**src/logic/axis_pkg.sv**
```systemverilog
// Shared widths, ratio and packing constants for the width conversion path
// Stream beat and metadata struct types used across the datapath

`default_nettype none

package axis_pkg;

    // Narrow side is the external stream, wide side is the internal link
    localparam int narrow_bytes = 4;
    localparam int wide_bytes = 16;
    localparam int conv_ratio = wide_bytes / narrow_bytes;

    // Lane select width and pack counter width (counter must reach conv_ratio)
    localparam int lane_w = $clog2(conv_ratio);
    localparam int pack_cnt_w = $clog2(conv_ratio + 1);
    localparam logic [pack_cnt_w-1:0] pack_full = pack_cnt_w'(conv_ratio);

    // Metadata is held from the first beat of each packet when set
    localparam bit latch_meta_on_sop = 1'b1;

    typedef struct packed {
        logic [3:0] tid;
        logic [3:0] tdest;
        logic [7:0] tuser;
    } meta_t;

    // Byte 0 of the stream sits in data[7:0] and is enabled by keep[0]
    typedef struct packed {
        logic [narrow_bytes*8-1:0] data;
        logic [narrow_bytes-1:0]   keep;
        logic                      last;
    } narrow_beat_t;

    typedef struct packed {
        logic [wide_bytes*8-1:0] data;
        logic [wide_bytes-1:0]   keep;
        logic                    last;
    } wide_beat_t;

    // Payload carried through the wide skid stage
    typedef struct packed {
        wide_beat_t beat;
        meta_t      meta;
    } wide_xfer_t;

endpackage

`default_nettype wire

```
**src/logic/stream_meta_hold.sv**
```systemverilog
// Start-of-packet tracking and metadata register for stream converters
// Loads on the first beat of a packet, or on every beat in pass mode

`timescale 1ns/1ps
`default_nettype none

module stream_meta_hold #(
    parameter type meta_t = axis_pkg::meta_t,
    parameter bit latch_on_sop = axis_pkg::latch_meta_on_sop
) (
    input  wire logic  from_tx,
    input  wire logic  rst_n,
    input  wire logic  take,
    input  wire logic  last,
    input  wire meta_t meta_in,
    output meta_t      meta_out
);

    logic sop;
    logic load;

    // The next accepted beat opens a packet after reset and after any last
    always_ff @(posedge from_tx or negedge rst_n) begin
        if (!rst_n) begin
            sop <= 1'b1;
        end else if (take) begin
            sop <= last;
        end
    end

    // With latch_on_sop clear the register follows the most recent beat,
    // so a wide beat reports the metadata of its final narrow beat
    assign load = take && (sop || !latch_on_sop);

    always_ff @(posedge from_tx) begin
        if (load) begin
            meta_out <= meta_in;
        end
    end

endmodule

`default_nettype wire

```
**src/logic/stream_skid_buffer.sv**
```systemverilog
// Registered valid/ready pipeline stage with a one-entry skid register
// Input ready comes straight from a flop, output is fully registered

`timescale 1ns/1ps
`default_nettype none

module stream_skid_buffer #(
    parameter type payload_t = logic [7:0]
) (
    input  wire logic     from_tx,
    input  wire logic     rst_n,
    input  wire payload_t in_data,
    input  wire logic     in_valid,
    output logic          in_ready,
    output payload_t      out_data,
    output logic          out_valid,
    input  wire logic     out_ready
);

    payload_t skid_data;
    logic skid_full;
    logic in_take;
    logic out_free;

    assign in_ready = !skid_full;
    assign in_take = in_valid && in_ready;

    // The main register can load when it is empty or being drained
    assign out_free = out_ready || !out_valid;

    always_ff @(posedge from_tx or negedge rst_n) begin
        if (!rst_n) begin
            out_valid <= 1'b0;
            skid_full <= 1'b0;
        end else if (out_free) begin
            out_valid <= skid_full || in_take;
            skid_full <= 1'b0;
        end else if (in_take) begin
            // Ready was still high from last cycle, so park this beat
            skid_full <= 1'b1;
        end
    end

    always_ff @(posedge from_tx) begin
        if (out_free) begin
            if (skid_full) begin
                out_data <= skid_data;
            end else if (in_take) begin
                out_data <= in_data;
            end
        end else if (in_take) begin
            skid_data <= in_data;
        end
    end

    // A parked beat stays intact until the main register is free again
    a_skid_kept: assert property (@(posedge from_tx) disable iff (!rst_n)
        skid_full && !out_ready |=> skid_full && $stable(skid_data))
        else $error("skid entry overwritten while full");

endmodule

`default_nettype wire

```
**src/logic/width_conv_top.sv**
```systemverilog
// Narrow to wide to narrow stream path
// Upsizer, registered skid stage on the wide link, then downsizer

`timescale 1ns/1ps
`default_nettype none

module width_conv_top (
    input  wire logic                   from_tx,
    input  wire logic                   rst_n,
    input  wire axis_pkg::narrow_beat_t in_beat,
    input  wire axis_pkg::meta_t        in_meta,
    input  wire logic                   in_valid,
    output logic                        in_ready,
    output axis_pkg::narrow_beat_t      out_beat,
    output axis_pkg::meta_t             out_meta,
    output logic                        out_valid,
    input  wire logic                   out_ready
);

    axis_pkg::wide_beat_t up_to_skid_beat;
    axis_pkg::meta_t up_to_skid_meta;
    axis_pkg::wide_xfer_t up_to_skid;
    logic up_to_skid_valid;
    logic up_to_skid_ready;

    axis_pkg::wide_xfer_t skid_to_down;
    logic skid_to_down_valid;
    logic skid_to_down_ready;

    // Only whole multiples of the narrow width are handled
    if (axis_pkg::wide_bytes % axis_pkg::narrow_bytes != 0) begin : g_ratio_check
        $error("wide width is not a multiple of the narrow width");
    end

    width_upsizer i_width_upsizer (
        .from_tx    (from_tx),
        .rst_n      (rst_n),
        .in_beat    (in_beat),
        .in_meta    (in_meta),
        .in_valid   (in_valid),
        .in_ready   (in_ready),
        .wide_beat  (up_to_skid_beat),
        .wide_meta  (up_to_skid_meta),
        .wide_valid (up_to_skid_valid),
        .wide_ready (up_to_skid_ready)
    );

    assign up_to_skid = '{beat: up_to_skid_beat, meta: up_to_skid_meta};

    stream_skid_buffer #(
        .payload_t (axis_pkg::wide_xfer_t)
    ) i_stream_skid_buffer (
        .from_tx   (from_tx),
        .rst_n     (rst_n),
        .in_data   (up_to_skid),
        .in_valid  (up_to_skid_valid),
        .in_ready  (up_to_skid_ready),
        .out_data  (skid_to_down),
        .out_valid (skid_to_down_valid),
        .out_ready (skid_to_down_ready)
    );

    width_downsizer i_width_downsizer (
        .from_tx    (from_tx),
        .rst_n      (rst_n),
        .wide_beat  (skid_to_down.beat),
        .wide_meta  (skid_to_down.meta),
        .wide_valid (skid_to_down_valid),
        .wide_ready (skid_to_down_ready),
        .out_beat   (out_beat),
        .out_meta   (out_meta),
        .out_valid  (out_valid),
        .out_ready  (out_ready)
    );

endmodule

`default_nettype wire

```
**src/logic/width_downsizer.sv**
```systemverilog
// Unpacks wide stream beats into narrow beats, lowest lane first
// Lanes without their first keep bit are skipped, last goes with the final lane

`timescale 1ns/1ps
`default_nettype none

module width_downsizer (
    input  wire logic                 from_tx,
    input  wire logic                 rst_n,
    input  wire axis_pkg::wide_beat_t wide_beat,
    input  wire axis_pkg::meta_t      wide_meta,
    input  wire logic                 wide_valid,
    output logic                      wide_ready,
    output axis_pkg::narrow_beat_t    out_beat,
    output axis_pkg::meta_t           out_meta,
    output logic                      out_valid,
    input  wire logic                 out_ready
);

    logic [axis_pkg::conv_ratio-1:0] lane_vld;
    logic [axis_pkg::conv_ratio-1:0] lane_map;
    logic [axis_pkg::conv_ratio-1:0][axis_pkg::narrow_bytes*8-1:0] data_q;
    logic [axis_pkg::conv_ratio-1:0][axis_pkg::narrow_bytes-1:0] keep_q;
    logic last_q;
    logic in_take;
    logic out_take;

    // A lane carries data when its lowest byte is kept
    always_comb begin
        for (int i = 0; i < axis_pkg::conv_ratio; i++) begin
            lane_map[i] = wide_beat.keep[i*axis_pkg::narrow_bytes];
        end
    end

    assign in_take = wide_valid && wide_ready;
    assign out_take = out_valid && out_ready;

    // Refill when empty, or when the only remaining lane leaves this cycle
    assign wide_ready = !lane_vld[0] || (!lane_vld[1] && out_ready);
    assign out_valid = lane_vld[0];

    always_ff @(posedge from_tx or negedge rst_n) begin
        if (!rst_n) begin
            lane_vld <= '0;
            last_q <= 1'b0;
        end else if (in_take) begin
            lane_vld <= lane_map;
            last_q <= wide_beat.last;
        end else if (out_take) begin
            lane_vld <= lane_vld >> 1;
        end
    end

    // Lane 0 always holds the beat on offer
    always_ff @(posedge from_tx) begin
        if (in_take) begin
            data_q <= wide_beat.data;
            keep_q <= wide_beat.keep;
        end else if (out_take) begin
            data_q <= data_q >> (axis_pkg::narrow_bytes * 8);
            keep_q <= keep_q >> axis_pkg::narrow_bytes;
        end
    end

    assign out_beat = '{data: data_q[0], keep: keep_q[0], last: last_q && !lane_vld[1]};

    stream_meta_hold #(
        .meta_t       (axis_pkg::meta_t),
        .latch_on_sop (axis_pkg::latch_meta_on_sop)
    ) i_meta_hold (
        .from_tx  (from_tx),
        .rst_n    (rst_n),
        .take     (in_take),
        .last     (wide_beat.last),
        .meta_in  (wide_meta),
        .meta_out (out_meta)
    );

    // Upstream keep must fill lanes from the bottom with no holes
    a_lanes_packed: assert property (@(posedge from_tx) disable iff (!rst_n)
        in_take |=> ((lane_vld + 1'b1) & lane_vld) == '0)
        else $error("downsizer loaded a valid lane above an empty one");

endmodule

`default_nettype wire

```
**src/logic/width_upsizer.sv**
```systemverilog
// Packs narrow stream beats into wide beats, lowest lane first
// Flushes early on last, clears unused lanes, holds metadata per packet

`timescale 1ns/1ps
`default_nettype none

module width_upsizer (
    input  wire logic                   from_tx,
    input  wire logic                   rst_n,
    input  wire axis_pkg::narrow_beat_t in_beat,
    input  wire axis_pkg::meta_t        in_meta,
    input  wire logic                   in_valid,
    output logic                        in_ready,
    output axis_pkg::wide_beat_t        wide_beat,
    output axis_pkg::meta_t             wide_meta,
    output logic                        wide_valid,
    input  wire logic                   wide_ready
);

    logic [axis_pkg::pack_cnt_w-1:0] pack_cnt;
    logic [axis_pkg::lane_w-1:0] lane_sel;
    logic [axis_pkg::conv_ratio-1:0][axis_pkg::narrow_bytes*8-1:0] data_q;
    logic [axis_pkg::conv_ratio-1:0][axis_pkg::narrow_bytes-1:0] keep_q;
    logic last_q;
    logic in_take;
    logic out_take;

    assign in_take = in_valid && in_ready;
    assign out_take = wide_valid && wide_ready;
    assign lane_sel = pack_cnt[axis_pkg::lane_w-1:0];

    // A wide beat is ready once all lanes are filled or the packet has ended
    assign wide_valid = (pack_cnt == axis_pkg::pack_full) || ((pack_cnt != '0) && last_q);
    assign in_ready = wide_ready || !wide_valid;

    // Lane count, keep lanes and last flag decide what the output shows
    always_ff @(posedge from_tx or negedge rst_n) begin
        if (!rst_n) begin
            pack_cnt <= '0;
            keep_q <= '0;
            last_q <= 1'b0;
        end else if (out_take) begin
            // Draining and accepting in one cycle starts the next beat in lane 0
            pack_cnt <= {{(axis_pkg::pack_cnt_w-1){1'b0}}, in_take};
            keep_q[axis_pkg::conv_ratio-1:1] <= '0;
            keep_q[0] <= in_take ? in_beat.keep : '0;
            if (in_take) begin
                last_q <= in_beat.last;
            end
        end else if (in_take) begin
            pack_cnt <= pack_cnt + 1'b1;
            keep_q[lane_sel] <= in_beat.keep;
            last_q <= in_beat.last;
        end
    end

    always_ff @(posedge from_tx) begin
        if (out_take) begin
            data_q[axis_pkg::conv_ratio-1:1] <= '0;
            if (in_take) begin
                data_q[0] <= in_beat.data;
            end
        end else if (in_take) begin
            data_q[lane_sel] <= in_beat.data;
        end
    end

    assign wide_beat = '{data: data_q, keep: keep_q, last: last_q};

    stream_meta_hold #(
        .meta_t       (axis_pkg::meta_t),
        .latch_on_sop (axis_pkg::latch_meta_on_sop)
    ) i_meta_hold (
        .from_tx  (from_tx),
        .rst_n    (rst_n),
        .take     (in_take),
        .last     (in_beat.last),
        .meta_in  (in_meta),
        .meta_out (wide_meta)
    );

    // A stalled wide beat and its metadata must not move until taken
    a_stall_stable: assert property (@(posedge from_tx) disable iff (!rst_n)
        wide_valid && !wide_ready |=> wide_valid && $stable(wide_beat) && $stable(wide_meta))
        else $error("upsizer output changed while stalled");

endmodule

`default_nettype wire
```
**config.mk**
```make
export PLATFORM = sky130hd
export DESIGN_NAME = width_conv_top
export DESIGN_NICKNAME = d
export VERILOG_FILES = /design/src/logic/axis_pkg.sv /design/src/logic/stream_meta_hold.sv /design/src/logic/stream_skid_buffer.sv /design/src/logic/width_conv_top.sv /design/src/logic/width_downsizer.sv /design/src/logic/width_upsizer.sv
export SDC_FILE = /design/constraint.sdc
export NUM_CORES = 1
export LEC_CHECK = 0
export BUFFER_PORTS_ARGS = -buffer_cell sky130_fd_sc_hd__buf_2
export CAP_MARGIN = 20
export CORE_UTILIZATION = 50
export DETAILED_ROUTE_END_ITERATION = 10
export PLACE_DENSITY = 0.71
export SLEW_MARGIN = 20
export SYNTH_ARGS = -nofsm -noshare
export SYNTH_HDL_FRONTEND = slang
export SYNTH_SLANG_ARGS = --single-unit
export TNS_END_PERCENT = 20
```
**constraint.sdc**
```tcl
create_clock -name from_tx -period 14 [get_ports from_tx]
set_input_delay 2.8 -clock from_tx [delete_from_list [all_inputs] [get_ports from_tx]]
set_output_delay 2.8 -clock from_tx [all_outputs]
set_load 0.01 [all_outputs]
```
---- Word-level counts from Yosys, hierarchy flattened ----
Cells that the tools add are included.
W data, S select, Z words.
operators by class
  bitwise operators ....................... 1
  $lt $le $gt $ge ......................... 2
  reductions and logical operators ........ 27
  $add $sub $neg .......................... 1
  equal/unequal tests ..................... 1
  multiplexer cells ....................... 24
operators with widths
  operator               count
  $mux W161              2
  $mux W128              2
  $bwmux W128            1
  $mux W32               4
  $demux W32 S2          1
  $mux W16               4
  $bwmux W16             1
  $mux W4                4
  $logic_and A1 B1 Y1    10
  $demux W4 S2           1
  $reduce_bool A2 Y1     4
  $mux W3                2
  $logic_not A1 Y1       5
  $logic_or A1 B1 Y1     5
  $reduce_and A2 Y1      2
  $add A3 B1 Y3 const B  1
  $eq A3 B3 Y1 const B   1
  $lt A2 B3 Y1 const B   1
  $reduce_bool A3 Y1     1
  $ge A2 B1 Y1 const B   1
  $mux W1                2
  $not A1 Y1             1
storage, ports and cells
  register bits ........................... 655
  output and inout bits ................... 55

---- Longest topological paths before layout ----
Gate-level depths: netlist of the first run.
  depth after elaboration ................. 8
  mapped depth ............................ 8
  mapped depth without buffers ............ 5

---- By module ----
A second synthesis of the first run with hierarchy kept.
unflattened totals
  cell total of the unflattened synthesis .. 1,541
  area, all modules ....................... 25,319.3 µm²
modules (own cells, without submodules)
  module              times used  cells an instance  area each (µm²)
  stream_skid_buffer  1           510                11,800.1
  width_downsizer     1           368                6,472.5
  width_upsizer       1           625                5,988.2
  stream_meta_hold    2           19                 529.3

---- Worst setup path before layout of the first run ----
OpenSTA, ideal clock, no wires.
  path kind ............................... input -> register
  from .................................... in out_ready
  to ...................................... reg i_stream_skid_buffer.skid_data[0] (netlist name) (enable)
  buffers on the path ..................... 0
  slack ................................... -806 ps
  data arrival time ....................... 13,926 ps
  stages .................................. 3
  cells stage by stage .................... nand2b_1 -> nand3_1 -> nor3_1
between the ends
  cells in the longest elaborated chain, start to end .. 5
RTL lines
  element                             RTL line                  source
  start: declaration                  width_conv_top.sv:17      input wire logic out_ready
  $logic_and A1 B1 Y1                 width_downsizer.sv:39     assign wide_ready = !lane_vld[0] || (!lane_vld[1] && out_ready);
  $logic_or A1 B1 Y1                  width_downsizer.sv:39
  $logic_or A1 B1 Y1                  stream_skid_buffer.sv:29  assign out_free = out_ready || !out_valid;
  $not A1 Y1 (no source line)         -
  $reduce_and A2 Y1 (no source line)  -
  end signal: assignment              stream_skid_buffer.sv:52  skid_data <= in_data;
  end: declaration                    stream_skid_buffer.sv:20  payload_t skid_data;
No other way between the ends.
A chain may end at the register's enable or synchronous reset.

---- Worst setup path in the final report of the first run ----
  from .................................... reg i_width_upsizer.pack_cnt[0] (netlist name)
  to ...................................... out in_ready
between the ends
  cells in the longest elaborated chain, start to end .. 5
  elaborated cells between the ends (all ways) .. 6
RTL lines
  element                   RTL line              source
  start: declaration        width_upsizer.sv:20   logic [axis_pkg::pack_cnt_w-1:0] pack_cnt;
  start signal: assignment  width_upsizer.sv:44   pack_cnt <= {{(axis_pkg::pack_cnt_w-1){1'b0}}, in_take};
  start signal: assignment  width_upsizer.sv:51   pack_cnt <= pack_cnt + 1'b1;
  $reduce_bool A3 Y1        width_upsizer.sv:33   assign wide_valid = (pack_cnt == axis_pkg::pack_full) || ((pack_cnt != '0) && last_q);
  $logic_and A1 B1 Y1       width_upsizer.sv:33
  $logic_or A1 B1 Y1 (*)    width_upsizer.sv:33
  $logic_not A1 Y1 (*)      width_upsizer.sv:34   assign in_ready = wide_ready || !wide_valid;
  $logic_or A1 B1 Y1 (*)    width_upsizer.sv:34
  end: declaration          width_conv_top.sv:13  output logic in_ready,
Every way passes the cells marked *; elsewhere a longest branch is shown, timed or not.

==> results.cfg, run 1 <==
[run_status]
run_status = complete, no violations

[clock_network]
numCtsBuffers = 66
cts_resized = 0
clkLatencyLatePin_ns = 0.58
htreeDepth = 3
clk_path_buf_depth = 3
postCtsHoldBufs = 0
cts_root_buf = clkbuf_16
clk_pin_slew_ns = 0.06
cts_tree = done
postCtsSetupRepairBufs = 0
cts_sinks = 655

[grt]
grt_pass1_vias = 11648
grt_usage_pct = 17.56
grt_pass1_wl_um = 66270
antenna_found_initial = 4
grt_max_degree = 162
gr-total-overflow = 0

[power_and_ir_drop]
p_leak_nw = 9.782
p_per_area_nw_per_um2 = 248.2
clkPwrFrac_pct = 26.0
pwr-share-seq_pct = 51.3
p_sw_w = 0.001861
pwr-share-comb_pct = 22.6
netSwitchingFraction_pct = 27.51
p_int_w = 0.004902
ir_drop_mv = 0.2621

[sta]
setup_viol = 0
period_needed_ns = 4.984
clock_skew_ns = 0.01572
rsz0062_at_grt = false
relSlewSlack_pct = 29.21
setup_tns_ns = 0
worstMarginPinSlew_ns = 1.062
fmax_mhz = 200.6
final-hold-violation-count = 0
drv_slew = 0
fin_crit_sh_pct = 35.60

[yosys]
synth_cell_type_count = 37
synthArstFlopShare_pct = 4.427
synth-seq-cells = 655
ys_warn_count = 0
syn_area_per_cell_um2 = 19.05
seq_area_frac_synth_pct = 76.80
synth_fp_nets = 1330
ys.flop_type = edfxtp_1
synthCells = 1269
synth-edff-count = 530
syn_area_um2 = 24170

[die]
initial_core_util_pct = 50.63
die_area_um2 = 49230
ios = 112
die_w_um = 221.9
coreArea_um2 = 47750
std_cell_rows = 80
die_h_um = 221.9

[drt]
ant_nets = 0
vias_per_cell = 5.432
drtIter0Drc = 733
wl_per_cell_um = 20.92
vias = 11032
totalWireLength_um = 42480
drt_pass1_iterations = 5
drc_errors = 0

[setup_path]
r2r_start = i_stream_skid_buffer.skid_full$_DFFE_PN0P_
critPathMaxStageDelay_ns = 0.44
arrival_ns = 2.18
crit_required_ns = 11.20
crit_start = i_width_upsizer.pack_cnt[0]$_DFFE_PN0P_
worstSetupEndpoint = in_ready
cp-end-kind = primary output
critPathKind = reg2out
critPathSlowestCell = dfrtp_1
r2r.worst_path.cells = 4
crit_path_cell_trace = inv_1, ha_1, mux2_2, nand2_1, buf_2
reg2reg_to = i_stream_skid_buffer.out_data[144]$_DFFE_PP_
regToRegSetupSlack_ns = 10.69
crit_fanout = 6
start_kind = register

[cells_and_area]
drive_gt1_share_pct = 36.56
final_nets = 1423
synthToLayoutAreaGrowth_pct = 12.70
postLayoutCoreUtil_pct = 57.06

[run]
drv_cap = 0

[placement]
io_buffers = 111
post-dp-hpwl_um = 22390
gp_congestion = 0.7584

[hold_path]
hold_path.class = reg2reg
hold_depth = 0
-- stage by stage --
step	hold slack, ns	instance area (µm²)	instances	setup slack [ns]	power, W
4_1_cts	0.4181	27240	2029	8.993	0.006857
3_3_place_gp	0.4004	25040	1909	8.666	0.004997
3_5_place_dp	0.4045	25040	1909	8.597	0.005073
2_1_floorplan	0.4003	24180	1269	2.275	0.004818
5_1_grt	0.4230	27240	2030	8.907	0.007088
6_report	0.4166	27240	2031	9.016	0.006763
-- worst min-delay path by stage --
| stage | from | to |
|---|---|---|
| floorplan | i_stream_skid_buffer.out_data[0]$_DFFE_PP_ | i_width_downsizer.i_meta_hold.meta_out[0]$_DFFE_PP_ |
| global placement | i_stream_skid_buffer.out_data[6]$_DFFE_PP_ | i_width_downsizer.i_meta_hold.meta_out[6]$_DFFE_PP_ |
| detailed placement | i_stream_skid_buffer.out_data[4]$_DFFE_PP_ | i_width_downsizer.i_meta_hold.meta_out[4]$_DFFE_PP_ |
| CTS | i_stream_skid_buffer.out_data[4]$_DFFE_PP_ | i_width_downsizer.i_meta_hold.meta_out[4]$_DFFE_PP_ |
| global route | i_stream_skid_buffer.out_data[3]$_DFFE_PP_ | i_width_downsizer.i_meta_hold.meta_out[3]$_DFFE_PP_ |
| finish | i_stream_skid_buffer.out_data[10]$_DFFE_PP_ | i_width_downsizer.i_meta_hold.meta_out[10]$_DFFE_PP_ |
-- registers in the layout (all words and copies together), names as in the netlist --
name,count
i_width_downsizer.data_q,96
i_width_downsizer.last_q,1
i_width_downsizer.i_meta_hold.meta_out,16
i_stream_skid_buffer.out_valid,1
i_width_downsizer.out_beat,36
i_width_upsizer.pack_cnt,3
i_width_upsizer.i_meta_hold.meta_out,16
i_width_upsizer.wide_beat,144
i_stream_skid_buffer.skid_data,161
i_width_upsizer.last_q,1
i_width_downsizer.lane_vld,4
i_width_downsizer.i_meta_hold.sop,1
i_stream_skid_buffer.skid_full,1
i_stream_skid_buffer.out_data,161
i_width_upsizer.i_meta_hold.sop,1
i_width_downsizer.keep_q,12
-- power groups by stage --
stage                     sequential [W]  combinational (W)  clock, W
after detailed placement         0.00352            0.00156         0
after floorplan                  0.00360            0.00122         0
after global routing             0.00355            0.00166   0.00188
after CTS                        0.00348            0.00157   0.00181
final                            0.00347            0.00153   0.00176
after global placement           0.00348            0.00152         0
-- metal layers --
metal	vias to the layer above	wire length, µm	GRT usage [%]
li1	5073	-	-
met1	5658	18300	22.90
met2	234	20970	29.30
met3	67	1962	3.114
met4	0	1254	7.056
met5	-	0	0
-- cell families after synthesis --
kind of cell | share of synthesized area [%]
AOI/OAI and AO/OA | 4.586
adders and majority gates | 0.2070
DFF | 76.80
muxes | 13.22
and+or+nand+nor | 2.319
buffers and inverters | 2.862
-- Yosys cell counts (all sizes together), types with 2 or more instances --
master,n,area (µm²)
dfrtp,27,675.7
a22o,101,884.6
dfxtp,96,1922
nand2,4,15.01
a31oi,2,12.51
nor2b,33,206.5
clkbuf,13,48.80
buf,89,620.6
inv,6,22.52
a32o,12,120.1
o21ai,3,15.01
edfxtp,530,15920
nor2,3,11.26
dfstp,2,52.55
nand3,5,25.02
mux2i,4,77.57
mux2,277,3119
ha,4,50.05
a21oi,4,23.77
and2,43,269.0
-- cell type report --
class | instances | area [µm²]
clock buffer | 98 | 1958
clock inverter | 22 | 240.2
fill | 3573 | 20500
inverter | 6 | 22.52
timing repair buffer | 127 | 688.2
tap | 615 | 769.5
sequential | 655 | 18570
antenna | 2 | 5.005
multi-input combinational | 506 | 4991
-- critical path: cells and delay by family (launching register included) --
| kind | cells | cell delay, ns |
|---|---|---|
| buffers and inverters | 2 | 0.28 |
| adders and majority gates | 1 | 0.33 |
| and+or+nand+nor | 1 | 0.13 |
| muxes | 1 | 0.44 |
| DFF | 1 | 0.44 |
-- layout by cell type, fill, tap and decap left out, types with 2 or more instances in the layout --
master | synthesis | routed
edfxtp_1 | 530 | 530
mux2_2 | 277 | 277
buf_2 | 31 | 111
a22o_1 | 101 | 101
dfxtp_1 | 96 | 96
clkbuf_16 | 0 | 71
and2_1 | 43 | 40
nor2b_1 | 33 | 33
dfrtp_1 | 27 | 26
clkbuf_1 | 13 | 19
buf_4 | 44 | 15
a32o_1 | 12 | 12
clkbuf_8 | 0 | 8
clkinv_2 | 0 | 7
clkinv_1 | 0 | 6
nand3_1 | 5 | 5
inv_1 | 5 | 5
bufinv_16 | 0 | 5
nand2_1 | 4 | 4
ha_1 | 4 | 4
and2_2 | 0 | 3
mux2i_4 | 3 | 3
nor2_1 | 3 | 3
a21oi_4 | 0 | 3
diode_2 | 0 | 2
o21ai_0 | 3 | 2
clkinvlp_4 | 0 | 2
dfstp_2 | 2 | 2
No activity file was read; power rests on OpenSTA's default activity.
==> run 2: changes to the inputs <==
--- a/config.mk
+++ b/config.mk
@@ -9,7 +9,7 @@
 export CAP_MARGIN = 20
 export CORE_UTILIZATION = 50
 export DETAILED_ROUTE_END_ITERATION = 10
-export PLACE_DENSITY = 0.71
+export PLACE_DENSITY = 0.68
 export SLEW_MARGIN = 20
 export SYNTH_ARGS = -nofsm -noshare
 export SYNTH_HDL_FRONTEND = slang
==> constraint.sdc (replaced) <==
create_clock -name from_tx -period 5 [get_ports from_tx]
set_input_delay 1 -clock from_tx [delete_from_list [all_inputs] [get_ports from_tx]]
set_output_delay 1 -clock from_tx [all_outputs]
set_load 0.01 [all_outputs]
==> results.cfg, run 2 (same netlist as run 1, synthesis figures left out) <==
[run_status]
run_status = complete, no violations

[placement]
post-dp-hpwl_um = 21960
io_buffers = 111
gp_congestion = 0.7152
place_area_um2 = 25080
placed_cells_incl_taps = 1905

[clock_network]
postCtsHoldBufs = 0
clk_pin_slew_ns = 0.06
htreeDepth = 2
cts_root_buf = clkbuf_16
clk_path_buf_depth = 3
cts_tree = done
clkLatencyLatePin_ns = 0.62
numCtsBuffers = 61
cts_sinks = 655
postCtsSetupRepairBufs = 0
cts_resized = 0

[die]
coreArea_um2 = 47750
std_cell_rows = 80
die_area_um2 = 49230
die_h_um = 221.9
die_w_um = 221.9
ios = 112
initial_core_util_pct = 50.63

[setup_path]
cp-end-kind = register
critPathKind = reg2reg
crit_fanout = 21
path_buf_inv = 3
critPathSlowestCell = mux2i_2
crit_required_ns = 5.56
arrival_ns = 3.83
crit_path_cell_trace = inv_1, ha_1, mux2i_2, buf_4, mux2i_4, buf_4, mux2_2
crit_top_cell = buf_4
start_kind = register
critPathTopFamily = multiplexers
critPathMaxStageDelay_ns = 0.79

[cells_and_area]
layout_commonest_cell = edfxtp_1
seq_area_um2 = 18570
finalNonFillerCells = 2021
design_area_um2 = 27030
final_nets = 1414
final_cell_mix = edfxtp_1 (530), mux2_2 (277), buf_2 (111)
drive_gt1_share_pct = 35.87
multi_input_area_um2 = 5011
fillers = 3526
synthToLayoutAreaGrowth_pct = 11.80

[power_and_ir_drop]
clkPwrFrac_pct = 24.2
pwr-share-seq_pct = 52.4
p_leak_nw = 9.661
p_per_area_nw_per_um2 = 683.6
pwr-share-comb_pct = 23.4
p_int_w = 0.01335
netSwitchingFraction_pct = 27.73
ir_drop_mv = 0.5686
p_total_w = 0.01847
p_sw_w = 0.005123

[drt]
ant_nets = 0
drtIter0Drc = 697
wl_per_cell_um = 20.73
vias_per_cell = 5.467
drc_errors = 0
totalWireLength_um = 41890
drt_pass1_iterations = 5
vias = 11049

[sta]
clock_skew_ns = 0.01785
whs_ns = 0.4149
worstMarginPinSlew_ns = 1.080
fmax_mhz = 305.6
setup_viol = 0
relSlewSlack_pct = 27.97
drv_slew = 0
period_needed_ns = 3.272
final-hold-violation-count = 0
fin_crit_sh_pct = 65.45
rsz0062_at_grt = false
setup_tns_ns = 0

[hold_path]
hold_path.class = reg2reg

[grt]
grt_pass1_vias = 11441
antenna_found_initial = 4
grt_max_degree = 162
gr-total-overflow = 0
grt_usage_pct = 17.31
grt_pass1_wl_um = 65910

[run]
drv_cap = 0
[run 2: worst paths after layout]
path                                                            start                                                  end  slack, ns  cells after the start
min                        i_stream_skid_buffer.out_data[5]$_DFFE_PP_  i_width_downsizer.i_meta_hold.meta_out[5]$_DFFE_PP_       0.41                      0
min in group asynchronous                                       rst_n              i_width_upsizer.pack_cnt[1]$_DFFE_PN0P_       0.45                      1
max reg2reg                   i_width_upsizer.pack_cnt[0]$_DFFE_PN0P_              i_width_upsizer.pack_cnt[2]$_DFFE_PN0P_       1.73                      7
max in group asynchronous                                       rst_n           i_stream_skid_buffer.skid_full$_DFFE_PN0P_       4.01                      1
max                           i_width_upsizer.pack_cnt[0]$_DFFE_PN0P_              i_width_upsizer.pack_cnt[2]$_DFFE_PN0P_       1.73                      7
min reg2reg                i_stream_skid_buffer.out_data[5]$_DFFE_PP_  i_width_downsizer.i_meta_hold.meta_out[5]$_DFFE_PP_       0.41                      0
[run 2: power groups by stage]
stage / logic [W] / clock network, W / registers, W
floorplan: 0.00344 / 0 / 0.00973
global placement: 0.00433 / 0 / 0.00971
detailed placement: 0.00440 / 0 / 0.00981
CTS: 0.00443 / 0.00457 / 0.00971
global route: 0.00469 / 0.00478 / 0.00990
finish: 0.00432 / 0.00447 / 0.00968
[run 2: metrics by stage]
stage / setup slack [ns] / utilization (%)
final: 1.728 / 56.60
after global routing: 1.522 / 56.60
after floorplan: -1.516 / -
after CTS: 1.720 / 56.60
after detailed placement: 1.761 / 52.53
after global placement: 1.866 / 52.53
[run 2: metal layers]
layer  routed length, µm  vias to the layer above  global-route usage [%]
met5                  24                        -                       0
met4                 815                        4                   5.040
met3                1717                       67                   3.472
met2               20700                      197                   29.22
met1               18630                     5724                   22.75
li1                    -                     5057                       -
[run 2: worst reg2reg max path, cell delays in order (launching register included)]
cell and delay, ns:
dfrtp_1 0.43, inv_1 0.12, ha_1 0.31, mux2i_2 0.79, buf_4 0.33, mux2i_4 0.57, buf_4 0.44, mux2_2 0.22
[run 2: final cells by class]
cell class,count,share of cell area (%)
tap,615,2.847
multi-input combinational,506,18.54
inverter,6,0.08333
timing repair buffer,123,2.620
clock inverter,18,0.6296
sequential,655,68.71
clock buffer,97,6.560
antenna,1,0.009259
